--- config.mk ---
export PLATFORM = sky130hd
export DESIGN_NAME = mv_seq_fsm
export DESIGN_NICKNAME = d
export VERILOG_FILES = /design/src/verilog/mv_seq_fsm.sv
export SDC_FILE = /design/constraint.sdc
export NUM_CORES = 1
export LEC_CHECK = 0
export ABC_AREA = 1
export BUFFER_PORTS_ARGS = -buffer_cell sky130_fd_sc_hd__buf_2
export CORE_AREA = 2 2 39 41
export CTS_CLUSTER_DIAMETER = 150
export DETAILED_ROUTE_END_ITERATION = 12
export DIE_AREA = 0 0 41 43
export PLACE_DENSITY = 0.5
export SLEW_MARGIN = 20
export SYNTH_ARGS = -nofsm -noshare
export SYNTH_HDL_FRONTEND = slang
export SYNTH_SLANG_ARGS = --single-unit
--- constraint.sdc ---
create_clock -name clk -period 3.2 [get_ports clk]
set_input_delay 0.32 -clock clk [delete_from_list [all_inputs] [get_ports clk]]
set_output_delay 0.32 -clock clk [all_outputs]
set_load 0.01 [all_outputs]
--- src/verilog/mv_seq_fsm.sv ---
`timescale 1ns/1ps

module mv_seq_fsm (
    input  logic clk,
    input  logic reset,
    input  logic run_start,
    input  logic vec_v,
    input  logic last_elem,
    input  logic timer_done,
    output logic busy,
    output logic init,
    output logic exec,
    output logic update,
    output logic out_period,
    output logic result_v,
    output logic cnt_clear,
    output logic cnt_step,
    output logic timer_load,
    output logic timer_sel
);

    localparam logic [1:0] s_idle   = 2'd0;
    localparam logic [1:0] s_run    = 2'd1;
    localparam logic [1:0] s_drain  = 2'd2;
    localparam logic [1:0] s_unload = 2'd3;

    logic [1:0] state;
    logic [1:0] state_nxt;

    assign busy       = (state != s_idle);
    assign exec       = (state == s_run) && vec_v;
    assign cnt_step   = exec;
    assign cnt_clear  = (state == s_idle) && run_start;
    assign out_period = (state == s_unload);
    assign result_v   = out_period;

    // Drain count starts on the last element, unload count on the update cycle.
    assign timer_load = (exec && last_elem) || update;
    assign timer_sel  = (state == s_unload);

    always_comb begin
        state_nxt = state;
        case (state)
            s_idle: begin
                if (run_start)
                    state_nxt = s_run;
            end
            s_run: begin
                if (exec && last_elem)
                    state_nxt = s_drain;
            end
            s_drain: begin
                if (timer_done)
                    state_nxt = s_unload;
            end
            s_unload: begin
                if (timer_done && !update)
                    state_nxt = s_idle;
            end
            default: state_nxt = s_idle;
        endcase
    end

    always_ff @(posedge clk) begin
        if (reset) begin
            state  <= s_idle;
            init   <= 1'b0;
            update <= 1'b0;
        end else begin
            state  <= state_nxt;
            init   <= cnt_clear;
            // First unload cycle. Final sums are settled by now.
            update <= (state == s_drain) && timer_done;
        end
    end

endmodule

* After elaboration in Yosys (flattened, before gate mapping)
Index checks and enable logic that the tools add are counted.
Word-level totals: register bits 4
Operators by class: equal/unequal tests 7, multiplexer cells 5, reduce and logical (&&, ||, !) cells 10
Operators by type and width (number):
- $mux W2 | 4
- $pmux W2 S4 | 1
- $logic_and A1 B1 Y1 | 5
- $eq A2 B2 Y1 const B | 2
- $ne A2 B1 Y1 const B | 2
- $ne A2 B2 Y1 const B | 2
- $reduce_and A4 Y1 | 1
- $eq A2 B1 Y1 const B | 1
- $logic_not A2 Y1 | 1
- $reduce_bool A2 Y1 | 1
- $logic_not A1 Y1 | 1
- $logic_or A1 B1 Y1 | 1

* Longest topological paths before layout
depth in word-level cells 5, depth in mapped cells 8

* Worst setup path after synthesis
Ideal clock, no wire load.
kind register -> output, from register state[1], to output port exec, slack 2.004 ns, path buffers 1, required time 2.880 ns, stages on the path, launching flop included 6, arrival time 0.876 ns, cells stage by stage dfxtp_1 inv_1 ha_1 nand2_1 inv_1 buf_4
On the way: longest elaborated chain between the ends 2
Ends and longest elaborated chain:
- start: declaration | line 27 | logic [1:0] state;
- start signal: assignment | line 66 | state <= s_idle;
- start signal: assignment | line 70 | state <= state_nxt;
- $eq A2 B1 Y1 | line 31 | assign exec = (state == s_run) && vec_v;
- $logic_and A1 B1 Y1 | line 31
- end: declaration | line 12 | output logic exec,
No other way between the ends.

* Final worst setup path
from register state[0], to output port cnt_clear
On the way: longest elaborated chain between the ends 2
Ends and longest elaborated chain:
- $logic_not A2 Y1 | line 33 | assign cnt_clear = (state == s_idle) && run_start;
- $logic_and A1 B1 Y1 | line 33
- end: declaration | line 16 | output logic cnt_clear,
No other way between the ends.

==> results_dict.tcl <==
set metrics [dict create \
    cp-start-kind "flip-flop" \
    synth_top_area_share_pct 26.7 \
    routedWlPerCell_um 7.39 \
    design_area_sq_um 395 \
    synth_area_leaders "dfxtp_1 (27%), ha_1 (17%), nand2_1 (15%)" \
    fp.dieArea_sq_um 1760 \
    p_leak_nw 0.261 \
    overflow 0 \
    crit_top_cell "inv_1" \
    cts_htree_levels 1 \
    fin_crit_sh_pct 46.6 \
    finalSetupViolCount 0 \
    drv_slew 0 \
    nets 73 \
    outcome "finished clean" \
    rsz0062_at_grt "false" \
    fin_skew_ns 0.00382 \
    cap_violations 0 \
    cts.path.max_buffers 2 \
    yosysSeqAreaShare_pct 26.7 \
    track_usage_pct 8.32 \
    hold_buffers 0 \
    antenna_found_initial 0 \
    crit_required_ns 2.88 \
    numCtsBuffers 3 \
    worstMarginPinSlew_ns 0.142 \
    drtIter0Drc 2 \
    clk-insertion-delay-late_ns 0.23 \
    syn_area_sq_um 300 \
    holdWs_ns 0.275 \
    synth_cell_types 11 \
    start_util_pct 21.7 \
    cts_resized 0 \
    place_ws_ns 1.94 \
    drive_above_1_share_pct 36.1 \
    ys_ff_latch 4 \
    criticalPathCategory "reg -> out" \
    antenna_cells 0 \
    critPathArrivalTime_ns 1.17 \
    dp_cells 74 \
    fin_ws_ns 1.71 \
    hold_viol_final 0 \
    vdd_drop_max_mv 0.192 \
    core_sq_um 1380 \
    avgSynthCellArea_sq_um 6.53 \
    place_area_sq_um 373 \
    powerDensity_nw_per_um2 763 \
    worst-path-max-fanout 4 \
    total_power_uw 302 \
    via_count 288 \
    slowest_stage "dfxtp_1" \
    die_w_um 41 \
    period_needed_ns 1.49 \
    grt_pass1_vias 274 \
    grt_pass1_wl_um 917 \
    areaGrowthSynthToFinish_pct 31.7 \
    layout.cells.non_filler 77 \
    grt_max_degree 5 \
    hpwl_um 501 \
    netlist_instances 46 \
    crit_chain "inv_1, ha_1, nand2_1, inv_1, buf_2" \
    post-cts-setup-buffers 0 \
    worstSetupEndpointType "output pin" \
    top_level_ports 16 \
    io_buffers 15 \
    root_buffer "clkbuf_4" \
    clock-sinks 4 \
    dr.pass1.iters 2 \
    gp_congestion 0.679 \
    cts_tree "built" \
    routed_wl_um 569 \
    final_core_utilization_pct 28.6 \
    ant_nets 0 \
    drc_errors 0 \
    fmax_ghz 0.671 \
    path_clk_slew_ns 0.04 \
    dieHeight_um 43 \
    yosys.area.top_type "dfxtp_1" \
    finalSetupTns_ns 0 \
    syn-num-nets 56 \
    rows 14 \
    ys_warn_count 0 \
    slew_headroom_pct 90.6 \
    min_path_type "in -> reg" \
    slowest_delay_ns 0.37 \
    vias_per_cell 3.74 \
]
cell usage in the layout (no fill, tap or decap):
master	instances
nand2_1	12
nor2_2	1
nand4_1	2
inv_1	10
nand3_2	1
dfxtp_1	4
buf_2	15
inv_2	1
ha_1	4
nand2_2	1
clkbuf_4	3
nor2_1	7
flip-flops by register name, summed over array words and instances (netlist names):
register / flops
init: 1
state: 2
update: 1
final timing paths:
kind                            slack (ns)   endpoint  cells past startpoint     start
worst max-delay path                  1.71  cnt_clear                      5  state[0]
worst min-delay path                  0.27     update                      2     reset
worst max register to register        2.02   state[0]                      7  state[0]
worst min register to register        0.53   state[1]                      2  state[1]
cell families (layout without fill, tap and decap cells):
logic type               after synthesis  count (layout)  synth area share (%)
AND/OR/NAND/NOR                       24              24                  35.4
buffers and inverters                 14              29                  21.2
adder cells (fa/ha/maj)                4               4                  16.7
flip-flops                             4               4                  26.7
worst max-delay path: cells and delay by family (launching register included):
family,cells,cell delay [ns]
DFF,1,0.37
buffers and inverters,3,0.24
adders and majority gates,1,0.24
and+or+nand+nor,1,0.09
layout make-up:
cell class              instances  area [sq um]
fillers                       156           988
multi-input cells              28           156
flip-flops and latches          4          80.1
repair buffers                 15          75.1
inverters                      11          41.3
clock buffers                   3          22.5
well taps                      16          20.0
power breakdown:
group	switching, mW	internal [mW]
clock network	0.0190	0.0418
logic	0.0970	0.0680
registers	0.0114	0.0646
per-layer routing:
metal	global-route usage, %	wire (um)	vias to the layer above
met4	10.0	11	0
met2	13.4	270	11
li1	-	-	161
met3	1.57	47	2
met5	0	0	-
met1	7.05	240	114
cells in the mapped netlist:
master and number:
nand2_1 12, ha_1 4, nand2_2 1, inv_2 1, buf_4 3, nor2_2 1
nand4_1 2, inv_1 10, dfxtp_1 4, nand3_2 1, nor2_1 7
No activity file was read; power rests on OpenSTA's default activity.
