<file path="src/include/mv_macros.svh">
`ifndef MV_MACROS_SVH
`define MV_MACROS_SVH

// Array shape.
`define MV_CORES 8
`define MV_DEPTH 128
`define MV_PAIR_AW 6

// Data path and host word.
`define MV_DW 32
`define MV_HOST_W 80

// Last element to final sum, in cycles.
`define MV_PIPE 3

`endif

</file>
<file path="src/verilog/mv_pkg.sv">
`include "mv_macros.svh"

package mv_pkg;

    typedef enum logic [1:0] {
        host_none   = 2'd0,
        host_weight = 2'd1,
        host_run    = 2'd2
    } host_kind_e;

    // Weight pair write, even weight above the odd one.
    typedef struct packed {
        host_kind_e                                                            kind;
        logic [`MV_HOST_W-3-$clog2(`MV_CORES)-`MV_PAIR_AW-2*`MV_DW:0]          pad;
        logic [$clog2(`MV_CORES)-1:0]                                          core;
        logic [`MV_PAIR_AW-1:0]                                                addr;
        logic [`MV_DW-1:0]                                                     even;
        logic [`MV_DW-1:0]                                                     odd;
    } host_wgt_s;

    typedef struct packed {
        host_kind_e                          kind;
        logic [`MV_HOST_W-4-$clog2(`MV_DEPTH):0] pad;
        logic [$clog2(`MV_DEPTH):0]          len;
    } host_cmd_s;

    // Kind sits in the top two bits of both views.
    typedef union packed {
        host_wgt_s wgt;
        host_cmd_s cmd;
    } host_word_u;

    typedef struct packed {
        logic [`MV_PAIR_AW-1:0] addr;
        logic [2*`MV_DW-1:0]    pair;
    } mat_wr_s;

    typedef struct packed {
        logic [$clog2(`MV_DEPTH)-1:0] idx;
        logic [`MV_DW-1:0]            data;
    } exec_s;

endpackage

</file>
<file path="src/verilog/mv_host_decode.sv">
`timescale 1ns/1ps
`include "mv_macros.svh"

module mv_host_decode import mv_pkg::*; (
    input  logic                       clk,
    input  logic                       reset,
    input  logic                       host_v,
    input  host_word_u                 host_d,
    input  logic                       busy,
    output logic [`MV_CORES-1:0]       mat_v,
    output mat_wr_s                    mat_wr,
    output logic                       run_start,
    output logic [$clog2(`MV_DEPTH):0] run_len,
    output logic                       cmd_err
);

    logic host_ok;
    logic len_ok;

    // A run already issued counts as busy until the FSM catches up.
    assign host_ok = host_v && !busy && !run_start;
    assign len_ok  = (host_d.cmd.len != '0) && (host_d.cmd.len <= `MV_DEPTH);

    always_ff @(posedge clk) begin
        if (reset) begin
            mat_v     <= '0;
            run_start <= 1'b0;
            cmd_err   <= 1'b0;
        end else begin
            mat_v     <= '0;
            run_start <= 1'b0;
            cmd_err   <= 1'b0;
            if (host_ok) begin
                case (host_d.wgt.kind)
                    host_weight: mat_v <= `MV_CORES'(1) << host_d.wgt.core;
                    host_run: begin
                        if (len_ok)
                            run_start <= 1'b1;
                        else
                            cmd_err <= 1'b1;
                    end
                    default: ;
                endcase
            end
        end
    end

    // Payload for both views, qualified by the strobes above.
    always_ff @(posedge clk) begin
        if (host_v) begin
            mat_wr.addr <= host_d.wgt.addr;
            mat_wr.pair <= {host_d.wgt.odd, host_d.wgt.even};
            run_len     <= host_d.cmd.len;
        end
    end

endmodule

</file>
<file path="config.mk">
export PLATFORM = sky130hd
export DESIGN_NAME = mv_host_decode
export DESIGN_NICKNAME = d
export VERILOG_FILES = /design/src/verilog/mv_pkg.sv /design/src/verilog/mv_host_decode.sv
export VERILOG_INCLUDE_DIRS = /design/src /design/src/include
export SDC_FILE = /design/constraint.sdc
export NUM_CORES = 1
export LEC_CHECK = 0
export ABC_CLOCK_PERIOD_IN_PS = 1200
export BUFFER_PORTS_ARGS = -buffer_cell sky130_fd_sc_hd__buf_4
export CAP_MARGIN = 20
export CORE_MARGIN = 10
export CORE_UTILIZATION = 41
export DETAILED_ROUTE_END_ITERATION = 10
export HOLD_SLACK_MARGIN = 0.12
export PLACE_DENSITY = 0.79
export SLEW_MARGIN = 20
export SYNTH_ARGS = -nofsm -noshare
export SYNTH_HDL_FRONTEND = slang
export SYNTH_SLANG_ARGS = --single-unit
</file>
<file path="constraint.sdc">
create_clock -name clk -period 1.2 [get_ports clk]
set_input_delay 0.06 -clock clk [delete_from_list [all_inputs] [get_ports clk]]
set_output_delay 0.06 -clock clk [all_outputs]
set_load 0.01 [all_outputs]
</file>
# Word level (Yosys, flattened, before mapping)
# Cells that the tools add are included.
# W data, S select, Z words.
# totals
word_cells	23
register_bits	88
output_inout_bits	88
# classes
shifts	1
eq_ne	2
magnitude_cmp	1
bitwise_logic	3
mux	2
n_reduce_logical	8
# ops
op	count
$le A8 B8 Y1 const B	1
$reduce_bool A8 Y1	1
$shl A1 B3 Y8 const A	1
$reduce_or A3 Y1	2
$logic_and A1 B1 Y1	3
$not A1 Y1	3
$eq A2 B1 Y1 const B	1
$eq A2 B2 Y1 const B	1
$logic_not A1 Y1	2
$mux W1	2

# Depth between registers and ports, before layout
# depth
depth_word	5
depth_mapped	3

# Worst setup path before layout
# OpenSTA, ideal clock, no wires.
# synth_path
path_kind	register to register
from	register run_start
to	register cmd_err
setup_slack_ps	133
n_path_buf	0
arrival_ps	1008
setup_ps	58
synth_period_minus_slack_ps	1067
path_stages_with_launch	4
path_cell_list	dfxtp_1 nor4b_4 nand3b_1 o21ba_1
# synth_via
elab_chain_cells	4
# synth_lines
element	line_no	source
start: declaration	mv_host_decode.sv:12	output logic run_start,
start signal: assignment	mv_host_decode.sv:27	run_start <= 1'b0;
start signal: assignment	mv_host_decode.sv:31	run_start <= 1'b0;
start signal: assignment	mv_host_decode.sv:38	run_start <= 1'b1;
$logic_not A1 Y1	mv_host_decode.sv:21	assign host_ok = host_v && !busy && !run_start;
$logic_and A1 B1 Y1	mv_host_decode.sv:21	
$not A1 Y1 (no source line)	n/a	
$reduce_or A3 Y1 (no source line)	n/a	
end signal: assignment	mv_host_decode.sv:28	cmd_err <= 1'b0;
end signal: assignment	mv_host_decode.sv:32	cmd_err <= 1'b0;
end signal: assignment	mv_host_decode.sv:40	cmd_err <= 1'b1;
end: declaration	mv_host_decode.sv:14	output logic cmd_err
# No other way between the ends.
# A chain may end at the register's enable or synchronous reset.

# Worst setup path after layout
# layout_path
from	input reset
to	register mat_v[0]
# layout_via
elab_chain_cells	1
# layout_lines
element	line_no	source
start: declaration	mv_host_decode.sv:6	input logic reset,
$reduce_or A3 Y1 (no source line)	n/a	
end signal: assignment	mv_host_decode.sv:35	host_weight: mat_v <= `MV_CORES'(1) << host_d.wgt.core;
end: declaration	mv_host_decode.sv:10	output logic [`MV_CORES-1:0] mat_v,
# No other way between the ends.

==> results.json <==
{
  "status": "finished, final reports clean",
  "hold_start": "host_d[4]",
  "hold_violations": 0,
  "synth_edf_count": 70,
  "hold_path_end": "run_start$_SDFF_PP0_",
  "power_density_nw_per_um2": 1309,
  "instances_no_fill": 437,
  "clkPwrFrac": 0.310,
  "relSlewSlack": 0.7416,
  "r2r_setup_slack_ps": 80,
  "boundaryPins": 172,
  "drtAntennaViolNets": 0,
  "vias": 2073,
  "syn_area_per_cell_um2": 23.18,
  "required_ps": 1460,
  "fillers": 311,
  "grt_start_max_net_pins": 63,
  "die_w_um": 98.50,
  "drt_iter0_drc": 154,
  "ir_worst_vdd_uv": 1081,
  "io_buffers": 166,
  "numCtsBuffers": 9,
  "maxSlewViolCount": 0,
  "ys_top_cells_by_area": "edfxtp_1, dfxtp_1, buf_4, nor4b_4, nor2_1",
  "hold_depth": 4,
  "netlist-cell-type-count": 16,
  "intPower_uw": 4782,
  "clkSinkCount": 80,
  "syn_inst": 109,
  "vias_per_cell": 4.744,
  "skew_ps": 3.522,
  "rr_endpoint": "mat_v[0]$_SDFF_PP0_",
  "yosysWarnings": 0,
  "worstMarginPinSlew_ps": 386.4,
  "max_freq_mhz": 868.9,
  "clock_path_buffers": 2,
  "grtUsageTotal": 0.2241,
  "antenna_found_initial": 1,
  "timing.hold.ws_ps": 185.7,
  "drive_gt1_frac": 0.5180,
  "cap_violations": 0,
  "wirelength_um": 11310,
  "post_cts_buffers": 0,
  "grt_pass1_wl_um": 15990,
  "post-route-util": 0.8059,
  "setup_viol": 0,
  "nets": 441,
  "rsz0062_at_grt": "yes",
  "die_y_um": 98.50,
  "leakage_uw": 0.002060,
  "overflow": 0,
  "drc": 0,
  "dp_cells": 343,
  "synth_fp_nets": 193,
  "end_kind": "flip-flop",
  "reg2reg_depth": 3,
  "rows": 28,
  "dieArea_um2": 9701,
  "htree_levels": 3,
  "syn_to_final_growth_pct": 89.99,
  "gp_congestion": 0.7565,
  "worstSkewPairLatency_ps": 330,
  "cts_tree": "yes",
  "ys_ff_latch": 80,
  "worstPathMaxFanout": 4,
  "start_util": 0.4242,
  "synth_top_area_cell": "edfxtp_1",
  "start_kind": "input pin",
  "cts_root_buf": "clkbuf_8",
  "grt_pass1_vias": 2280,
  "share_seq_of_total_power": 0.530,
  "synth_top_area_frac": 0.8321,
  "p_sw_uw": 1499,
  "clk_pin_slew_worst_paths_ps": 80,
  "finalCriticalPeriod_ps": 1151,
  "ys_async_sr_fraction": 0,
  "worstReg2RegStart": "run_start$_SDFF_PP0_",
  "crit_arrival_ps": 1410,
  "synth_most_common_cell": "edfxtp_1",
  "combPwrFrac": 0.160,
  "synth_common_cells": "edfxtp_1, dfxtp_1, buf_4",
  "swShare": 0.2386,
  "core_area_um2": 5956,
  "min_period_over_period": 0.9590,
  "dr.pass1.iters": 4,
  "seq_area_frac_synth": 0.9113,
  "hold_path_class": "in -> reg",
  "wire_per_inst_um": 25.87,
  "synth_ff_type": "edfxtp_1",
  "syn-cell-area_um2": 2526,
  "critPathKind": "in -> reg"
}
-- routing by layer --
metal  GRT usage  up-vias  share of wire
li1            -      906              -
met1      0.2526     1003           0.38
met2      0.3903      155           0.52
met3     0.06983        9          0.090
met4     0.08049        0          0.014
met5           0        -              0
-- cells by family (layout without fill, tap and decap cells) --
group | Yosys count | in the layout | synth area share
AOI/OAI and AO/OA | 2 | 2 | 0.006935
buffers and inverters | 8 | 260 | 0.02378
DFF | 80 | 80 | 0.9113
other | 0 | 1 | 0
and+or+nand+nor | 19 | 19 | 0.05795
-- final cells by class --
| class | count | area, µm² | area share |
|---|---|---|---|
| diodes | 1 | 2.502 | 0.0005214 |
| clock buffers | 10 | 127.6 | 0.02659 |
| clock inverters | 5 | 56.30 | 0.01173 |
| multi-input cells | 21 | 170.2 | 0.03545 |
| flip-flops and latches | 80 | 2302 | 0.4797 |
| well taps | 75 | 93.84 | 0.01955 |
| repair buffers | 245 | 2047 | 0.4265 |
-- state kept, by name (all words and copies together), names as in the netlist --
name       cells
mat_wr        70
mat_v          8
cmd_err        1
run_start      1
-- power groups by stage --
| stage | sequential (µW) | combinational [µW] | clock (µW) |
|---|---|---|---|
| floorplan | 3460 | 58.2 | 0 |
| global placement | 3350 | 731 | 0 |
| detailed placement | 3360 | 751 | 0 |
| CTS | 3300 | 975 | 1910 |
| global route | 3340 | 1050 | 2090 |
| finish | 3330 | 1000 | 1940 |
-- cell usage in the layout (no fill, tap or decap), drive strengths merged --
| cell | instances |
|---|---|
| and3b | 1 |
| a21boi | 1 |
| nand4bb | 1 |
| nand2 | 1 |
| dfxtp | 10 |
| bufinv | 1 |
| clkinvlp | 1 |
| diode | 1 |
| nand4b | 1 |
| nor3 | 4 |
| inv | 1 |
| nor4b | 1 |
| nand2b | 2 |
| dlygate4sd3 | 78 |
| buf | 167 |
| clkbuf | 10 |
| nor4 | 1 |
| o21ba | 1 |
| nand3b | 1 |
| clkinv | 2 |
| edfxtp | 70 |
| nor2 | 6 |
-- worst max-delay path by stage --
stage / start / endpoint / slack [ps] / depth (start not counted)
after floorplan: run_start$_SDFF_PP0_ / cmd_err$_SDFF_PP0_ / 130 / 3
after global placement: run_start$_SDFF_PP0_ / run_start$_SDFF_PP0_ / 120 / 3
after detailed placement: run_start$_SDFF_PP0_ / mat_v[0]$_SDFF_PP0_ / 80 / 3
after CTS: host_d[5] / cmd_err$_SDFF_PP0_ / 10 / 5
after global routing: run_start$_SDFF_PP0_ / mat_v[0]$_SDFF_PP0_ / -9 / 3
final: reset / mat_v[0]$_SDFF_PP0_ / 50 / 5
-- worst max-delay path: stages --
cell	delay, ps
dlygate4sd3_1	530
buf_4	140
nor4b_4	330
nand4bb_2	200
nor3_2	150
-- stage by stage --
step / instance area [µm²] / setup TNS, ps / setup slack (ps) / power [µW]
floorplan: 2526 / 0 / 133.5 / 3521
global placement: 3826 / 0 / 123.8 / 4081
detailed placement: 3826 / 0 / 83.99 / 4115
CTS: 4791 / 0 / 13.51 / 6184
global route: 4800 / -8.954 / -8.954 / 6480
finish: 4800 / 0 / 49.17 / 6281
-- timing repair --
action                                  4_1_cts  5_1_grt
endpoints found under the setup margin        0        3
hold buffers                                 78        0
resized for setup                             0        1
endpoints found under the hold margin        88        0
(Power assumes the default switching activity.)
