### config.mk
export PLATFORM = sky130hd
export DESIGN_NAME = mv_core
export DESIGN_NICKNAME = d
export VERILOG_FILES = /design/src/verilog/mv_pkg.sv /design/src/verilog/mv_core.sv
export VERILOG_INCLUDE_DIRS = /design/src /design/src/include
export SDC_FILE = /design/constraint.sdc
export NUM_CORES = 2
export LEC_CHECK = 0
export ABC_AREA = 0
export BUFFER_PORTS_ARGS = -buffer_cell sky130_fd_sc_hd__buf_2
export CORE_UTILIZATION = 30
export DETAILED_ROUTE_END_ITERATION = 10
export PLACE_DENSITY_LB_ADDON = 0.3
export SETUP_SLACK_MARGIN = 0.2
export SLEW_MARGIN = 5
export SYNTH_ARGS = -nofsm -noshare
export SYNTH_HDL_FRONTEND = slang
export SYNTH_SLANG_ARGS = --single-unit
### constraint.sdc
create_clock -name clk -period 15.93 [get_ports clk]
set_input_delay 0.7965 -clock clk [delete_from_list [all_inputs] [get_ports clk]]
set_output_delay 0.7965 -clock clk [all_outputs]
set_load 0.005 [all_outputs]
### src/include/mv_macros.svh
`ifndef MV_MACROS_SVH
`define MV_MACROS_SVH

// Array shape.
`define MV_CORES 8
`define MV_DEPTH 128
`define MV_PAIR_AW 6

// Data path and host word.
`define MV_DW 32
`define MV_HOST_W 80

// Last element to final sum, in cycles.
`define MV_PIPE 3

`endif

### src/verilog/mv_pkg.sv
`include "mv_macros.svh"

package mv_pkg;

    typedef enum logic [1:0] {
        host_none   = 2'd0,
        host_weight = 2'd1,
        host_run    = 2'd2
    } host_kind_e;

    // Weight pair write, even weight above the odd one.
    typedef struct packed {
        host_kind_e                                                            kind;
        logic [`MV_HOST_W-3-$clog2(`MV_CORES)-`MV_PAIR_AW-2*`MV_DW:0]          pad;
        logic [$clog2(`MV_CORES)-1:0]                                          core;
        logic [`MV_PAIR_AW-1:0]                                                addr;
        logic [`MV_DW-1:0]                                                     even;
        logic [`MV_DW-1:0]                                                     odd;
    } host_wgt_s;

    typedef struct packed {
        host_kind_e                          kind;
        logic [`MV_HOST_W-4-$clog2(`MV_DEPTH):0] pad;
        logic [$clog2(`MV_DEPTH):0]          len;
    } host_cmd_s;

    // Kind sits in the top two bits of both views.
    typedef union packed {
        host_wgt_s wgt;
        host_cmd_s cmd;
    } host_word_u;

    typedef struct packed {
        logic [`MV_PAIR_AW-1:0] addr;
        logic [2*`MV_DW-1:0]    pair;
    } mat_wr_s;

    typedef struct packed {
        logic [$clog2(`MV_DEPTH)-1:0] idx;
        logic [`MV_DW-1:0]            data;
    } exec_s;

endpackage

### src/verilog/mv_core.sv
`timescale 1ns/1ps
`include "mv_macros.svh"

module mv_core import mv_pkg::*; (
    input  logic              clk,
    input  logic              init,
    input  logic              mat_v,
    input  mat_wr_s           mat_wr,
    input  logic              exec,
    input  exec_s             exec_info,
    input  logic              update,
    input  logic              out_period,
    input  logic [`MV_DW-1:0] acc_next,
    output logic [`MV_DW-1:0] acc
);

    // One row, split by index parity.
    logic [`MV_DW-1:0] bank_even [0:`MV_DEPTH/2-1];
    logic [`MV_DW-1:0] bank_odd  [0:`MV_DEPTH/2-1];

    logic [`MV_DW-1:0] rd_even;
    logic [`MV_DW-1:0] rd_odd;
    logic [`MV_DW-1:0] src_d1;
    logic              odd_d1;
    logic [`MV_DW-1:0] m2;
    logic [`MV_DW-1:0] d2;
    logic [`MV_DW-1:0] product;
    logic [`MV_DW-1:0] acc_left;
    logic [`MV_DW-1:0] acc_right;
    logic              init_d1;
    logic              init_d2;
    logic              exec_d1;
    logic              exec_d2;

    always_ff @(posedge clk) begin
        if (mat_v)
            bank_even[mat_wr.addr] <= mat_wr.pair[`MV_DW-1:0];
        if (exec)
            rd_even <= bank_even[exec_info.idx[$clog2(`MV_DEPTH)-1:1]];
    end

    always_ff @(posedge clk) begin
        if (mat_v)
            bank_odd[mat_wr.addr] <= mat_wr.pair[2*`MV_DW-1:`MV_DW];
        if (exec)
            rd_odd <= bank_odd[exec_info.idx[$clog2(`MV_DEPTH)-1:1]];
    end

    always_ff @(posedge clk) begin
        if (exec) begin
            odd_d1 <= exec_info.idx[0];
            src_d1 <= exec_info.data;
        end
    end

    // init and exec see the same two-stage delay.
    always_ff @(posedge clk) begin
        init_d1 <= init;
        init_d2 <= init_d1;
        exec_d1 <= exec;
        exec_d2 <= exec_d1;
    end

    // Operand register ahead of the multiplier.
    always_ff @(posedge clk) begin
        if (exec_d1) begin
            m2 <= odd_d1 ? rd_odd : rd_even;
            d2 <= src_d1;
        end
    end

    assign product = m2 * d2;

    always_ff @(posedge clk) begin
        // Clear and first product may land on the same edge.
        if (init_d2)
            acc_left <= exec_d2 ? product : '0;
        else if (exec_d2)
            acc_left <= acc_left + product;
    end

    always_ff @(posedge clk) begin
        if (out_period)
            acc_right <= acc_next;
    end

    // Local sum on update, shift chain after that.
    assign acc = update ? acc_left : acc_right;

endmodule

### Word-level counts from Yosys, hierarchy flattened

Memories as Yosys holds them, arrays and structs flattened. A register that Yosys moved wholly into a read port is not among the register bits.
Index checks and enable logic that the tools add are counted.

| storage, ports and cells | value |
|---|---|
| word-level logic and storage cells | 22 |
| register bits after elaboration | 165 |
| ROM bits | 0 |
| memories kept | 2 |
| output and inout bits | 32 |
| bits in latches | 0 |
| RAM bits | 4096 |

| operators by class | value |
|---|---|
| bitwise operators | 0 |
| equality and inequality tests | 0 |
| order comparisons | 0 |
| shift operators | 0 |
| muxes and demuxes | 7 |
| divide/modulo/power cells | 0 |
| add/sub/neg operators | 1 |
| multipliers | 1 |
| reduce and logical (&&, ||, !) cells | 1 |

Memory list:

| memory | depth | width | rd ports | clocked after Yosys merged registers in | write ports | RTL line | text |
|---|---|---|---|---|---|---|---|
| bank_even | 64 | 32 | 1 | 1 | 1 | mv_core.sv:18 | `` logic [`MV_DW-1:0] bank_even [0:`MV_DEPTH/2-1]; `` |
| bank_odd | 64 | 32 | 1 | 1 | 1 | mv_core.sv:19 | `` logic [`MV_DW-1:0] bank_odd [0:`MV_DEPTH/2-1]; `` |

Operator list:

| kind | number |
|---|---|
| 32-bit two-way mux | 5 |
| 32-bit adder | 1 |
| 32-bit by 32-bit multiplier with 32-bit output | 1 |
| 1-bit two-way mux | 2 |
| 2-bit nonzero test | 1 |

### Longest topological paths before layout

| depth | value |
|---|---|
| word-level depth | 4 |
| depth in mapped cells | 35 |

### Least setup slack after synthesis

Ideal clock, no wire load.

| timing | value |
|---|---|
| path kind | register -> register |
| start point | register d2[3] |
| end point | register acc_left[31] (data pin) |
| path slack | 7.719 ns |
| library setup time | 0.271 ns |
| arrival | 7.940 ns |
| data required time | 15.659 ns |
| stages on the path, launching flop included | 34 |
| cells stage by stage | edfxtp_1 clkbuf_1 clkbuf_1 and2_1 fa_1 inv_1 fa_1 fa_1 fa_1 inv_1 fa_1 inv_1 fa_1 inv_1 fa_1 fa_1 ha_1 a211oi_1 nand2_1 or3_1 and3b_1 a21oi_1 o21bai_1 xor2_1 ha_1 and3_1 a21oi_1 nand2_1 a21oi_1 o21ai_0 o21ba_1 a31oi_1 xor2_1 o22ai_1 |

| between the ends | value |
|---|---|
| word-level cells in the longest chain between the ends | 4 |

RTL lines:

| element | RTL line | text |
|---|---|---|
| start: declaration | mv_core.sv:26 | `` logic [`MV_DW-1:0] d2; `` |
| start signal: assignment | mv_core.sv:68 | `d2 <= src_d1;` |
| 32-bit by 32-bit multiplier with 32-bit output (*) | mv_core.sv:72 | `assign product = m2 * d2;` |
| 32-bit adder | mv_core.sv:79 | `acc_left <= acc_left + product;` |
| 32-bit two-way mux | mv_core.sv:78 | `else if (exec_d2)` |
| 32-bit two-way mux (*) | mv_core.sv:76 | `if (init_d2)` |
| end signal: assignment | mv_core.sv:77 | `acc_left <= exec_d2 ? product : '0;` |
| end signal: assignment | mv_core.sv:79 |  |
| end: declaration | mv_core.sv:28 | `` logic [`MV_DW-1:0] acc_left; `` |

Every way passes the cells marked *; elsewhere a longest branch is shown, timed or not. The select of a mux whose other input is x is not followed.
A chain may end at the register's enable or synchronous reset.

### Final worst setup path

| timing | value |
|---|---|
| start point | register d2[2] |
| end point | register acc_left[31] (data pin) |

Same word-level chain as after synthesis.

==> key figures <==
Global routing
  – First-pass GRT wire length: 731,000 um
  – Largest net degree at the start of global routing: 128
  – Total grt overflow: 0
  – Number of global-route vias before repair: 90,027
  – Total track usage: 17.1%
  – Initial antenna violation count: 69

Cells and area
  – # fillers: 54,973
  – Synth-to-Final Area Change: 14.5%
  – Area of the multi-input gates: 47,500 um2
  – Most frequent cells in the layout: edfxtp_1, mux4_2, clkbuf_16
  – Nets: 9,347
  – Share of cells above drive strength 1: 27.3%
  – Most common cell after layout, fill and taps aside: edfxtp_1
  – Register area: 130,000 um2

Critical path
  – WP data required: 16.59 ns
  – Reg2reg end: acc_left[31]$_DFFE_PP_
  – Worst path max stage delay: 0.76 ns
  – Worst Setup SP: d2[2]$_DFFE_PP_
  – Crit path max fanout: 30
  – Reg2reg setup slack: 6.64 ns
  – Slowest-stage cell, CP: edfxtp_1
  – Worst Setup Start Kind: flip-flop
  – Worst r2r src: d2[2]$_DFFE_PP_
  – Worst-case reg-to-reg path depth: 31
  – CP endpoint kind: flip-flop
  – Critical Path AT: 9.95 ns
  – Crit path top cell by count: fa_1
  – WS Path Type: flip-flop to flip-flop

Outcome
  – Failing checks: DRC
  – Status: complete, but fails checks

Clocking
  – Post-CTS sizing: 0
  – Reg clk slew, reported paths: 0.06 ns
  – Number of H-tree levels: 5
  – Worst-Skew Late Latency: 1.07 ns
  – CTS tree: yes
  – Clock Tree Buf Depth: 4
  – Clk root buf: clkbuf_16
  – Sinks on Clock Net: 4,325
  – Clock buffer count from CTS: 442

Logic synthesis
  – Synth Instances: 8,158
  – Synthesis Warnings: 0
  – Synthesized area: 180,000 um2
  – Synth top area share: 72.1%
  – Syn_nets: 8,870
  – Synth area leaders: edfxtp_1, mux4_2, fa_1, ha_1, and2_1
  – Post-synth EDFFs: 4,321
  – Ys flop type: edfxtp_1
  – Flop and latch count out of synthesis: 4,325
  – Synth unique cells: 68
  – FFs w/ async S/R, synth: 0%
  – Area leader, netlist: edfxtp_1
  – Synthesized area per cell: 22.1 um2
  – Sequential share of the synthesized area: 72.1%

Floorplan
  – DIE AREA: 603,000 um2
  – Row cnt: 284
  – Initial Util: 30.1%
  – Core box area: 598,000 um2
  – Die span in y: 777 um
  – Ports: 179
  – Die X: 777 um

Timing
  – F_max: 0.108 GHz
  – Relative slew slack: 14.8%
  – Fin crit share: 58.3%
  – Fin Setup TNS: 0 ns
  – Fin. max-slew vios: 0
  – Clock Skews: 0.149 ns
  – Fin. Hold Viols: 0
  – Worst-Margin Slew: 1.28 ns
  – RSZ-0062 raised after global routing: false
  – Final setup violation count: 0
  – Min cycle time layout: 9.29 ns

Detailed routing
  – Routed wl met2: 255,000 um
  – Number of remaining DRC errors: 48
  – Vias: 87,527
  – Vias per inst: 5.14
  – Antenna viol nets, final: 0
  – Pre-Repair DR Iteration Count: 11
  – WL met1: 223,000 um
  – Routed wire length: 528,000 um
  – Max layer used: met5
  – DRC marker count from the first detailed-route iteration: 10,859
  – WL/cell: 31.0 um
  – Met3 WL: 38,200 um

Placed design
  – Dpl hpwl: 289,000 um
  – I/O Buffers: 178
  – RePlAce Congestion: 0.806

Hold path
  – Worst hold-check path type: flip-flop to flip-flop
  – Hold wc startpoint: init_d1$_DFF_P_
  – Hold endpoint: init_d2$_DFF_P_
  – Hold Path Cell Cnt: 0

Run
  – Max cap viols: 0
## flip-flops by register name, summed over array words and instances, names as in the netlist
register	count
acc_left	32
acc_right	32
bank_even	2048
bank_odd	2048
d2	32
exec_d1	1
exec_d2	1
init_d1	1
init_d2	1
m2	32
odd_d1	1
rd_even	32
rd_odd	32
src_d1	32
## routing by layer
layer | track usage (%) | vias up
met3 | 2.75 | 676
met2 | 28.3 | 3532
li1 | - | 34177
met4 | 3.56 | 24
met5 | 0 | -
met1 | 24.0 | 49118
## layout make-up
class / count / share of cell area (%)
Sequential cell: 4325 / 63.0
Multi-Input combinational cell: 3006 / 23.0
Clock buffer: 549 / 5.59
Tap cell: 8008 / 4.86
Timing Repair Buffer: 443 / 1.59
Clock inverter: 262 / 1.13
Inverter: 417 / 0.760
Antenna cell: 23 / 0.0279
## synth_stat cells (3+ instances only)
master and n:
a211oi_1 6, a21o_1 33, a21oi_1 34, a31oi_1 10
and2_1 277, and3_1 4, buf_1 88, buf_2 56
clkbuf_1 264, dfxtp_1 4, edfxtp_1 4321, fa_1 409
ha_1 156, inv_1 417, mux2_2 64, mux4_2 1344
nand2_1 279, nand2b_1 9, nand3_1 34, nand3b_1 4
nand4_1 3, nor2_1 93, nor2b_1 7, nor3_1 7
nor4_1 3, o211ai_1 6, o21a_1 8, o21ai_0 42
o21ai_1 3, o21bai_1 4, o22ai_1 4, or2_2 3
or3_1 6, or3b_2 4, xnor2_1 77, xor2_1 33
## how the worst max path moves through the flow
| stage | endpoint | slack [ns] |
|---|---|---|
| after CTS | acc_left[31]$_DFFE_PP_ | 6.70 |
| after detailed placement | acc_left[31]$_DFFE_PP_ | 6.71 |
| after global routing | acc_left[31]$_DFFE_PP_ | 6.13 |
| after global placement | acc_left[31]$_DFFE_PP_ | 6.57 |
| final | acc_left[31]$_DFFE_PP_ | 6.64 |
| after floorplan | acc_left[31]$_DFFE_PP_ | 7.72 |
## through the flow
step           worst slack [ns]  area, um2  util (%)  hold WS, ns  cells
6_report                   6.64     206000      34.5        0.334  17033
5_1_grt                    6.13     206000      34.5        0.340  17017
4_1_cts                    6.70     206000      34.5        0.284  17010
3_5_place_dp               6.71     192000      32.0        0.315  16133
3_3_place_gp               6.57     192000      32.0        0.315  16133
2_1_floorplan              7.72     180000         -        0.310   8158
## logic make-up after synthesis
group           Yosys count  share of synthesized area [%]
simple gates            740                           2.04
flops                  4325                           72.1
buf+inv                 827                           1.77
fa+ha+maj               565                           5.63
compound gates          179                          0.651
mux                    1410                           17.2
xor+xnor                112                          0.557
## what timing repair did
| action | in CTS | in global routing |
|---|---|---|
| setup buffers | 0 | 0 |
| hold buffers | 66 | 0 |
| hold endpoints to repair | 66 | 0 |
| endpoints found under the setup margin | 0 | 0 |
## worst max-delay path, delay by kind of cell, from the launching register on
kind                       cells  cell delay (ns)
xor gates and xnor gates       2             0.32
buffers and inverters          4             0.22
adders and majority gates     10             4.64
and+or+nand+nor                5             1.24
AOI/OAI and AO/OA             10             1.82
DFF                            1             0.76
Power is left out: the tool's default activity adds up to more than one toggle a clock period on the data nets, which glitch-free logic cannot reach.
