**src/include/mv_macros.svh**
```systemverilog
`ifndef MV_MACROS_SVH
`define MV_MACROS_SVH

// Array shape.
`define MV_CORES 8
`define MV_DEPTH 128
`define MV_PAIR_AW 6

// Data path and host word.
`define MV_DW 32
`define MV_HOST_W 80

// Last element to final sum, in cycles.
`define MV_PIPE 3

`endif

```
**src/verilog/mv_pkg.sv**
```systemverilog
`include "mv_macros.svh"

package mv_pkg;

    typedef enum logic [1:0] {
        host_none   = 2'd0,
        host_weight = 2'd1,
        host_run    = 2'd2
    } host_kind_e;

    // Weight pair write, even weight above the odd one.
    typedef struct packed {
        host_kind_e                                                            kind;
        logic [`MV_HOST_W-3-$clog2(`MV_CORES)-`MV_PAIR_AW-2*`MV_DW:0]          pad;
        logic [$clog2(`MV_CORES)-1:0]                                          core;
        logic [`MV_PAIR_AW-1:0]                                                addr;
        logic [`MV_DW-1:0]                                                     even;
        logic [`MV_DW-1:0]                                                     odd;
    } host_wgt_s;

    typedef struct packed {
        host_kind_e                          kind;
        logic [`MV_HOST_W-4-$clog2(`MV_DEPTH):0] pad;
        logic [$clog2(`MV_DEPTH):0]          len;
    } host_cmd_s;

    // Kind sits in the top two bits of both views.
    typedef union packed {
        host_wgt_s wgt;
        host_cmd_s cmd;
    } host_word_u;

    typedef struct packed {
        logic [`MV_PAIR_AW-1:0] addr;
        logic [2*`MV_DW-1:0]    pair;
    } mat_wr_s;

    typedef struct packed {
        logic [$clog2(`MV_DEPTH)-1:0] idx;
        logic [`MV_DW-1:0]            data;
    } exec_s;

endpackage

```
**src/verilog/mv_step_counter.sv**
```systemverilog
`timescale 1ns/1ps
`include "mv_macros.svh"

module mv_step_counter import mv_pkg::*; (
    input  logic                       clk,
    input  logic                       reset,
    input  logic                       cnt_clear,
    input  logic                       cnt_step,
    input  logic [$clog2(`MV_DEPTH):0] run_len,
    input  logic [`MV_DW-1:0]          vec_d,
    input  logic                       timer_load,
    input  logic                       timer_sel,
    output exec_s                      exec_info,
    output logic                       last_elem,
    output logic                       timer_done
);

    localparam int tw = $clog2(`MV_CORES) + 1;

    logic [$clog2(`MV_DEPTH)-1:0] idx;
    logic [$clog2(`MV_DEPTH):0]   len;
    logic [tw-1:0]                timer;

    assign exec_info.idx  = idx;
    assign exec_info.data = vec_d;
    assign last_elem      = ({1'b0, idx} == len - 1'b1);

    // Load cycle is the first of the counted cycles.
    assign timer_done = (timer == tw'(1));

    always_ff @(posedge clk) begin
        if (reset) begin
            idx <= '0;
        end else if (cnt_clear) begin
            idx <= '0;
        end else if (cnt_step) begin
            idx <= idx + 1'b1;
        end
    end

    always_ff @(posedge clk) begin
        if (cnt_clear)
            len <= run_len;
    end

    always_ff @(posedge clk) begin
        if (reset)
            timer <= '0;
        else if (timer_load)
            timer <= timer_sel ? tw'(`MV_CORES - 1) : tw'(`MV_PIPE - 1);
        else if (timer != '0)
            timer <= timer - 1'b1;
    end

endmodule

```
**config.mk**
```make
export PLATFORM = sky130hd
export DESIGN_NAME = mv_step_counter
export DESIGN_NICKNAME = d
export VERILOG_FILES = /design/src/verilog/mv_pkg.sv /design/src/verilog/mv_step_counter.sv
export VERILOG_INCLUDE_DIRS = /design/src /design/src/include
export SDC_FILE = /design/constraint.sdc
export NUM_CORES = 1
export LEC_CHECK = 0
export BUFFER_PORTS_ARGS = -buffer_cell sky130_fd_sc_hd__buf_2
export CAP_MARGIN = 5
export CORE_MARGIN = 10
export CORE_UTILIZATION = 40
export CTS_BUF_LIST = sky130_fd_sc_hd__clkbuf_16
export CTS_CLUSTER_SIZE = 30
export DETAILED_ROUTE_END_ITERATION = 12
export PLACE_DENSITY = 0.87
export SLEW_MARGIN = 20
export SYNTH_ARGS = -nofsm -noshare
export SYNTH_HDL_FRONTEND = slang
export SYNTH_SLANG_ARGS = --single-unit
```
**constraint.sdc**
```tcl
create_clock -name clk -period 2 [get_ports clk]
set_input_delay 0.4 -clock clk [delete_from_list [all_inputs] [get_ports clk]]
set_output_delay 0.4 -clock clk [all_outputs]
set_load 0.01 [all_outputs]
```
# Yosys cells after proc, flatten, opt, wreduce, memory -nomap -nowiden

Index checks and enable logic that the tools add are counted.

Register bits after elaboration: 19
Input port bits: 46
Output and inout port bits: 41
Word-level logic and storage cells: 14

Add/sub/neg operators: 3
Equal/unequal tests: 2
Multiplexer cells: 3
Reductions and logical operators: 3

Operators by type and width:

| kind                | number |
|---|---|
| $eq 7x8->1          | 1 |
| $mux 4              | 2 |
| $sub 8x1->8 const B | 1 |
| $add 7x1->7 const B | 1 |
| $eq 4x1->1 const B  | 1 |
| $reduce_bool 4->1   | 1 |
| $sub 4x1->4 const B | 1 |
| $mux 3              | 1 |
| $reduce_bool 2->1   | 1 |
| $reduce_or 2->1     | 1 |

# Logic depth before layout (Yosys ltp)

Gate-level depths: netlist of the first run.

Depth in word-level cells: 3
Mapped depth: 6
Depth with buffers taken out: 6

# Worst setup path after synthesis of the first run

Ideal clock, no wire load.

Path type: reg2out
Start point: register len[0]
End point: output last_elem
Arrival time: 1492 ps
Data required time: 1600 ps
Setup slack: 108 ps
Stages on the path, launching flop included: 7
Buffers on the path: 0
Path through: edfxtp_1 > inv_1 > ha_1 > nand2b_1 > a21boi_0 > o31ai_1 > nor4_1

Cells in the longest elaborated chain, start to end: 2

Ends and longest elaborated chain:

| what                   | RTL line              | text |
|---|---|---|
| from (decl)            | mv_step_counter.sv:21 | `` logic [$clog2(`MV_DEPTH):0] len; `` |
| from (signal assigned) | mv_step_counter.sv:43 | `len <= run_len;` |
| $sub 8x1->8            | mv_step_counter.sv:26 | `assign last_elem = ({1'b0, idx} == len - 1'b1);` |
| $eq 7x8->1             | mv_step_counter.sv:26 |  |
| to (decl)              | mv_step_counter.sv:14 | `output logic last_elem,` |

Every way passes these cells.

# Worst setup path after layout of the first run

Start point: register len[6]
End point: output last_elem

Same word-level chain as after synthesis.

==> metrics.yaml, run 1 <==
maxSlewViolCount: 0
first_iter_violations: 30
worstPathArrival_ns: 1.68
hp-start: "run_len[3]"
hold_viol: 0
switching_share_pct: 22.8
numCtsBuffers: 3
path_cells: "nor4_2, xnor2_1, a31oi_1, nor4_1, buf_2"
die-area_um2: 5640
wl_per_cell_um: 17.0
ir_drop_v: 0.000653
die_x_um: 75.1
yosysTopAreaCellShare_pct: 19.8
ys.flop_type: "dfxtp_1"
routed-wl-met2_um: 1250
p_comb_share_pct: 16.2
synthesis.instances: 124
end_kind: "output pin"
syn_area_um2: 1210
startpoint_type: "register"
cts_tree: "yes"
top_layer: "met4"
yosysMostFrequentCell: "buf_4"
synth.top_cells.by_area: "buf_4 (20%), edfxtp_1 (20%), dfxtp_1 (18%)"
drcViolationCount: 0
setup.worst_path.class: "reg2out"
synth_seq_cells: 19
path_clk_slew_ns: 0.05
async_flop_share_pct: 0
grt_max_degree: 12
grt_pass1_wl_um: 3900
period_share_pct: 104
via_per_inst: 5.31
antenna_found_initial: 0
vias: 823
critPathBufInv: 1
cts_sinks: 19
syn2layout_area_growth_pct: 6.19
antenna_cells: 0
r2r_start: "timer[0]$_SDFFE_PP0P_"
synth_nets: 175
cts_buffer_depth: 2
rows: 19
clk_latency_ns: 0.25
final_net_count: 176
root_buffer: "clkbuf_16"
fp.dieH_um: 75.1
p_per_area_nw_per_um2: 790
fin_util_pct: 45.6
yosys_warnings: 0
cts_max_level: 1
max_slew.worst_pin.slew_ns: 0.264
synth_top_area_cell: "buf_4"
max_freq_mhz: 481
finalSetupViolCount: 1
cpPeakStageDelay_ns: 0.41
port_buffers: 22
slowest_stage: "edfxtp_1"
synth_cell_type_count: 32
overflow: 0
outcome: "complete, but fails checks"
wl_met1_um: 840
internal_power_uw: 786
gp_congestion: 0.728
worstPathMaxFanout: 2
drive_above_1_share_pct: 31.5
power_frac_seq_pct: 44.5
ys_seq_area_share_pct: 37.9
leakagePower_uw: 0.000539
critPathRequiredTime_ns: 1.60
min_path_type: "in2reg"
grt_pass1_vias: 886
initial_core_util_pct: 42.9
core_um2: 2830
first_pass_iters: 4
layout_setup_ws_ns: -0.0800
drv_cap: 0
power_frac_clock_pct: 39.4
hold_path_end: "len[3]$_DFFE_PP_"
hold_buffers: 0
period_needed_ns: 2.08
wl_um: 2630
num_io_pins: 87
slew_headroom_pct: 82.4
place_hpwl_um: 2120
ant_nets: 0
crit_family: "simple AND/OR/NAND/NOR gates"
violations: "setup timing"
finalClockSkew_ns: 0.00148
p_switching_uw: 232
hold_depth: 1
place_ws_ns: 0.0987
synth_edf_count: 8
worst-r2r-cell-count: 5
rsz0062_at_grt: "yes"
grt_usage_pct: 8.77
synth.top_cells.by_count: "buf_4 (32), dfxtp_1 (11), nor2_1 (9)"
wl_met3_um: 400
avgSynthCellArea_um2: 9.79
reg2reg_to: "timer[2]$_SDFFE_PP0P_"
r2r_slack_ns: 0.63
==> power by group through the flow <==
| stage | logic (µW) | clock network, µW | registers [µW] |
|---|---|---|---|
| 6_report | 165 | 401 | 453 |
| 5_1_grt | 183 | 432 | 456 |
| 3_3_place_gp | 133 | 0 | 457 |
| 2_1_floorplan | 161 | 0 | 458 |
| 3_5_place_dp | 145 | 0 | 459 |
| 4_1_cts | 158 | 414 | 451 |
==> per-layer routing <==
metal	vias up	GRT usage (%)
li1	389	-
met1	361	7.10
met2	49	15.7
met3	24	5.39
met4	0	5.46
met5	-	0
==> cell families after synthesis <==
logic type,synth area share [%]
adder cells (fa/ha/maj),5.15
multiplexers,1.65
AO/OA/AOI/OAI,4.85
XOR/XNOR,11.5
AND/OR/NAND/NOR,17.5
flip-flops,37.9
buffers and inverters,21.3
==> per-stage QoR <==
step                      hold slack [ns]  area [µm²]  std cells  TNS, ns  power, µW
after floorplan                     0.469        1210        124        0        619
after global placement              0.500        1140        147        0        591
after detailed placement            0.524        1140        147        0        603
after CTS                           0.319        1270        154   -0.115       1020
after global routing                0.319        1290        155   -0.202       1070
final                               0.325        1290        155  -0.0800       1020
==> registers in the layout (all words and copies together), names as in the netlist <==
signal and count:
timer 4, idx 7, len 8
==> worst reg2reg max path: stages, from the launching register on <==
cell and delay, ns:
dfxtp_1 0.35, inv_1 0.09, ha_1 0.20, nor3b_4 0.17, or3_1 0.35, a21oi_1 0.14
==> layout make-up <==
cell class                 instances  area (µm²)
fill                             255        1540
multi-input combinational         68         524
sequential                        19         460
timing repair buffer              29         170
clock buffer                       3        75.1
tap                               31        38.8
inverter                           4        15.0
clock inverter                     1        5.00
==> cell usage in the layout (no fill, tap or decap), types with 3 or more instances in the layout <==
cell type,count
a21oi_1,4
buf_2,22
buf_4,5
clkbuf_16,3
dfxtp_1,11
edfxtp_1,8
ha_1,4
inv_1,4
nand2_1,5
nor2_1,9
or3_1,3
xnor2_1,8
xor2_1,8
==> worst max path at each step <==
stage / startpoint / to / cells after the start
6_report: len[6]$_DFFE_PP_ / last_elem / 5
5_1_grt: len[6]$_DFFE_PP_ / last_elem / 5
4_1_cts: len[0]$_DFFE_PP_ / last_elem / 6
3_5_place_dp: len[1]$_DFFE_PP_ / last_elem / 7
3_3_place_gp: len[1]$_DFFE_PP_ / last_elem / 7
2_1_floorplan: len[0]$_DFFE_PP_ / last_elem / 6
==> what timing repair did <==
action,in CTS,in global routing
pin swaps,5,4
endpoints found under the setup margin,1,1
buffers inserted,3,1
resized for setup,3,4
Note: power is estimated with default switching activity, not from simulation.
==> run 2: changes to the inputs <==
- CORE_ASPECT_RATIO: not set -> 0.6
==> run 2 against run 1 <==
The flow still finishes with violations (setup timing). Total power fell by 0.69%. Clock power fell by 2%. Largest power group unchanged. Utilization is 0.27 points lower. First-iteration DRC count increased by 13%. Sequential share of layout area is 0.55 points lower. Global-route usage fell by 0.33 points. Hold slack gained 0.0042 ns. Critical endpoint unchanged.
==> metrics.yaml, run 2 (synthesis gave the netlist of run 1 again) <==
outcome: "complete, but fails checks"
violations: "setup timing"
min_path_type: "in2reg"
via_per_inst: 4.96  # -6.6%
seq_area_um2: 460  # unchanged
grt_pass1_wl_um: 4070  # +4.4%
die-area_um2: 5710  # +1.3%
r2r_start: "timer[0]$_SDFFE_PP0P_"
hold_depth: 1  # unchanged
place_hpwl_um: 1930  # -9.2%
r2r_slack_ns: 0.57  # -0.06 ns
num_io_pins: 87  # unchanged
overflow: 0  # unchanged
rows: 15  # -4
first_pass_iters: 4  # unchanged
end_kind: "output pin"
wl_per_cell_um: 14.6  # -14%
setup.worst_path.class: "reg2out"
cts_buffer_depth: 2  # unchanged
period_needed_ns: 2.10  # +0.0161 ns
fp.dieH_um: 62.7  # -17%
worstPathArrival_ns: 1.70  # +0.02 ns
drcViolationCount: 0  # unchanged
top_regs: "len (8), idx (7), timer (4)"
largest_register_ffs: 8  # unchanged
vias: 823  # unchanged
cpPeakStageDelay_ns: 0.41  # about the same
period_share_pct: 105  # +0.81 points
slew_headroom_pct: 80.4  # -2.1 points
maxSlewViolCount: 0  # unchanged
layout_setup_ws_ns: -0.0961  # -0.0161 ns
finalSetupViolCount: 1  # unchanged
p_per_area_nw_per_um2: 773  # -2.2%
final_net_count: 176  # unchanged
syn2layout_area_growth_pct: 7.84
grt_usage_pct: 8.44  # -0.33 points
ant_nets: 0  # unchanged
hold_viol: 0  # unchanged
holdWs_ns: 0.329  # +0.00422 ns
drive_above_1_share_pct: 32.3  # +0.81 points
leakagePower_uw: 0.000541  # +0.38%
final_common_cell: "buf_2"
cts_tree: "yes"
grt_pass1_vias: 908  # +2.5%
antenna_cells: 0  # unchanged
path_cells: "buf_4, nor2_4, and4bb_1, xnor2_1, nor4_2, buf_2"
max_freq_mhz: 477  # -0.77%
gp_congestion: 0.903  # +24%
hold_path_end: "len[2]$_DFFE_PP_"
path_clk_slew_ns: 0.05  # about the same
cts_max_level: 1  # unchanged
ir_drop_v: 0.000707  # +8.1%
multi_input_area_um2: 536  # +2.1%
critPathRequiredTime_ns: 1.60  # about the same
startpoint_type: "register"
finalClockSkew_ns: 0.00339  # +0.00190 ns
largest_register: "len"
reg2reg_to: "timer[2]$_SDFFE_PP0P_"
numCtsBuffers: 3  # unchanged
slowest_stage: "edfxtp_1"
mostFrequentLayoutCells: "buf_2 (22), dfxtp_1 (11), nor2_1 (9)"
die_x_um: 91.1  # +21%
wl_um: 2420  # -7.9%
tns_ns: -0.0961  # -0.0161 ns
rsz0062_at_grt: "yes"
crit_family: "simple AND/OR/NAND/NOR gates"
antenna_found_initial: 0  # unchanged
critPathBufInv: 2  # +1
core_um2: 2890  # +2.2%
root_buffer: "clkbuf_16"
port_buffers: 22  # unchanged
cts_sinks: 19  # unchanged
hp-start: "run_len[2]"
initial_core_util_pct: 42.0  # -0.91 points
clk_latency_ns: 0.25  # about the same
max_slew.worst_pin.slew_ns: 0.292  # +0.0283 ns
fill_cells: 273  # +7.1%
first_iter_violations: 34  # +13%
worstPathMaxFanout: 4  # +2
grt_max_degree: 11  # -1
worst-r2r-cell-count: 5  # unchanged
drv_cap: 0  # unchanged
==> run 2: area by class of cell <==
cell class | count | share of cell area, %
Clock buffer | 3 | 5.74
Clock inverter | 1 | 0.287
Inverter | 4 | 1.15
Multi-Input combinational cell | 68 | 40.9
Sequential cell | 19 | 35.2
Tap cell | 42 | 4.02
Timing Repair Buffer | 29 | 12.7
==> run 2: metal layers <==
metal / global-route usage [%] / routed length (µm)
met5: 0 / 0
met4: 6.61 / 129
met3: 4.08 / 209
met2: 13.4 / 1150
met1: 8.36 / 931
==> run 2: timing repair <==
action / CTS / global route
setup buffers: 4 / 1
resized for setup: 5 / 4
pin swaps: 5 / 3
hold buffers: 0 / 0
endpoints found under the setup margin: 1 / 1
==> run 2: where the power goes <==
| part | total (µW) | switching (µW) | internal [µW] |
|---|---|---|---|
| clock | 391 | 125 | 265 |
| combinational | 167 | 78.6 | 88.6 |
| sequential | 454 | 23.5 | 430 |
==> run 2: stage by stage <==
step	util, %	total power [µW]	instances	instance area (µm²)	worst slack, ns
4_1_cts	44.4	1010	165	1280	-0.143
6_report	45.3	1010	166	1310	-0.0961
5_1_grt	45.3	1060	166	1310	-0.228
3_3_place_gp	39.7	590	157	1150	0.0798
2_1_floorplan	-	619	124	1210	0.108
3_5_place_dp	39.7	601	157	1150	0.0222
==> run 2: worst max-delay path by stage <==
stage               slack (ns)   endpoint              from  cells past startpoint
floorplan                 0.11  last_elem  len[0]$_DFFE_PP_                      6
global placement          0.08  last_elem  len[1]$_DFFE_PP_                      7
detailed placement        0.02  last_elem  len[1]$_DFFE_PP_                      7
CTS                      -0.14  last_elem  len[0]$_DFFE_PP_                      6
global route             -0.23  last_elem  len[6]$_DFFE_PP_                      5
finish                    -0.1  last_elem  len[3]$_DFFE_PP_                      6
==> run 3: changes to the inputs <==
- GPL_TIMING_DRIVEN: not set -> 1
- SKIP_CTS_REPAIR_TIMING: not set -> 1
==> run 3 against run 2 <==
The run still ends with setup timing left. Non-clock buffer count shrank 2. Critical path depth is the same. Sequential share of layout area grew 0.55 points. Hold slack is essentially flat. Clock-buffer cell count is the same. First-iteration DRC count grew 8.8%. Cell count shrank 1.2%. Critical path type unchanged. Largest cell class unchanged. Largest power group unchanged.
==> metrics.yaml, run 3 (synthesis gave the netlist of run 1 again) <==
place_hpwl_um: 1930  # unchanged
antenna_found_initial: 0  # unchanged
cts_max_level: 1  # unchanged
drv_cap: 0  # unchanged
critPathRequiredTime_ns: 1.60  # about the same
maxSlewViolCount: 0  # unchanged
tns_ns: -0.154  # -0.0575 ns
ant_nets: 0  # unchanged
end_kind: "output pin"
first_pass_iters: 4  # unchanged
wl_per_cell_um: 14.7  # +0.84%
largest_register: "len"
p_per_area_nw_per_um2: 780  # +0.87%
min_path_type: "in2reg"
r2r_slack_ns: 0.57  # about the same
placed_cell_area_um2: 1150  # unchanged
port_buffers: 22  # unchanged
ir_drop_v: 0.000706  # about the same
drcViolationCount: 0  # unchanged
stdcell_area_um2: 1290  # -1.5%
cts_tree: "yes"
switching_share_pct: 22.4  # -0.091 points
clk_latency_ns: 0.25  # about the same
cts_sinks: 19  # unchanged
worstPathMaxFanout: 4  # unchanged
max_freq_mhz: 464  # -2.7%
p_comb_share_pct: 15.9  # -0.6 points
slew_headroom_pct: 82.1  # +1.7 points
place_inst: 157  # unchanged
root_buffer: "clkbuf_16"
r2r_start: "timer[0]$_SDFFE_PP0P_"
overflow: 0  # unchanged
setup.worst_path.class: "reg2out"
hold_viol: 0  # unchanged
gp_congestion: 0.903  # unchanged
top_regs: "len (8), idx (7), timer (4)"
period_needed_ns: 2.15  # +0.0575 ns
final_net_count: 174  # -1.1%
reg2reg_to: "timer[2]$_SDFFE_PP0P_"
max_slew.worst_pin.slew_ns: 0.267  # -0.0253 ns
finalClockSkew_ns: 0.00333  # -0.0000562 ns
hold_depth: 1  # unchanged
die-area_um2: 5710  # unchanged
wl_um: 2410  # -0.37%
mostFrequentLayoutCells: "buf_2 (22), dfxtp_1 (11), nor2_1 (9)"
hold_path_end: "len[2]$_DFFE_PP_"
vias: 831  # +0.97%
final_common_cell: "buf_2"
grt_pass1_wl_um: 4040  # -0.86%
finalPower_uw: 1000  # -0.68%
first_iter_violations: 37  # +8.8%
numCtsBuffers: 3  # unchanged
hp-start: "run_len[2]"
internal_power_uw: 779  # -0.56%
leakagePower_uw: 0.000529  # -2.1%
startpoint_type: "register"
period_share_pct: 108  # +2.9 points
holdWs_ns: 0.329  # +0.000117 ns
power_frac_seq_pct: 45.3  # +0.4 points
syn2layout_area_growth_pct: 6.19
worstPathArrival_ns: 1.75  # +0.05 ns
worst-r2r-cell-count: 5  # unchanged
grt_usage_pct: 8.37  # -0.076 points
largest_register_ffs: 8  # unchanged
power_frac_clock_pct: 38.8  # +0.2 points
path_clk_slew_ns: 0.05  # about the same
p_switching_uw: 225  # -1.1%
core_um2: 2890  # unchanged
drive_above_1_share_pct: 31.1  # -1.1 points
finalSetupViolCount: 1  # unchanged
multi_input_area_um2: 531  # -0.93%
grt_pass1_vias: 911  # +0.33%
outcome: "complete, but fails checks"
violations: "setup timing"
num_io_pins: 87  # unchanged
fp.dieH_um: 62.7  # unchanged
via_per_inst: 5.07  # +2.2%
fin_cells: 164  # -1.2%
rows: 15  # unchanged
grt_max_degree: 11  # unchanged
seq_area_um2: 460  # unchanged
initial_core_util_pct: 42.0  # unchanged
antenna_cells: 0  # unchanged
die_x_um: 91.1  # unchanged
cts_buffer_depth: 2  # unchanged
layout_setup_ws_ns: -0.154  # -0.0575 ns
rsz0062_at_grt: "yes"
fill_cells: 275  # +0.73%
run 3: per-stage QoR:
stage / worst slack [ns] / utilization (%)
after floorplan: 0.108 / -
final: -0.154 / 44.6
after global routing: -0.289 / 44.6
after CTS: -0.258 / 42.4
after detailed placement: 0.0222 / 39.7
after global placement: 0.0798 / 39.7
run 3: final cells by class:
class / instances / share of cell area, %
multi-input combinational: 68 / 41.2
sequential: 19 / 35.7
timing repair buffer: 27 / 11.7
clock buffer: 3 / 5.83
tap: 42 / 4.08
inverter: 4 / 1.17
clock inverter: 1 / 0.291
run 3: per-layer routing:
layer / up-vias / wire (µm) / GRT usage, % / share of wire [%]
met5: - / 0 / 0 / 0
met4: 0 / 137 / 7.00 / 5.7
met3: 22 / 218 / 4.20 / 9.0
met2: 37 / 1150 / 13.1 / 47
met1: 387 / 912 / 8.22 / 38
li1: 385 / - / - / -
run 3: how the worst max path moves through the flow:
stage                startpoint         to  slack, ns  cells past startpoint
2_1_floorplan  len[0]$_DFFE_PP_  last_elem       0.11                      6
5_1_grt        len[0]$_DFFE_PP_  last_elem      -0.29                      6
3_3_place_gp   len[1]$_DFFE_PP_  last_elem       0.08                      7
4_1_cts        len[1]$_DFFE_PP_  last_elem      -0.26                      7
3_5_place_dp   len[1]$_DFFE_PP_  last_elem       0.02                      7
6_report       len[3]$_DFFE_PP_  last_elem      -0.15                      6
run 3: worst max-delay path: stages (launching register included):
cell	delay [ns]
edfxtp_1	0.41
buf_4	0.18
nor2_2	0.15
a21oi_1	0.08
nand4b_1	0.21
nor4_2	0.31
buf_2	0.18
run 3: power groups by stage:
stage | combinational [µW] | sequential, µW | clock, µW
floorplan | 161 | 458 | 0
global placement | 132 | 458 | 0
detailed placement | 141 | 460 | 0
CTS | 142 | 453 | 401
global route | 176 | 457 | 420
finish | 160 | 455 | 390
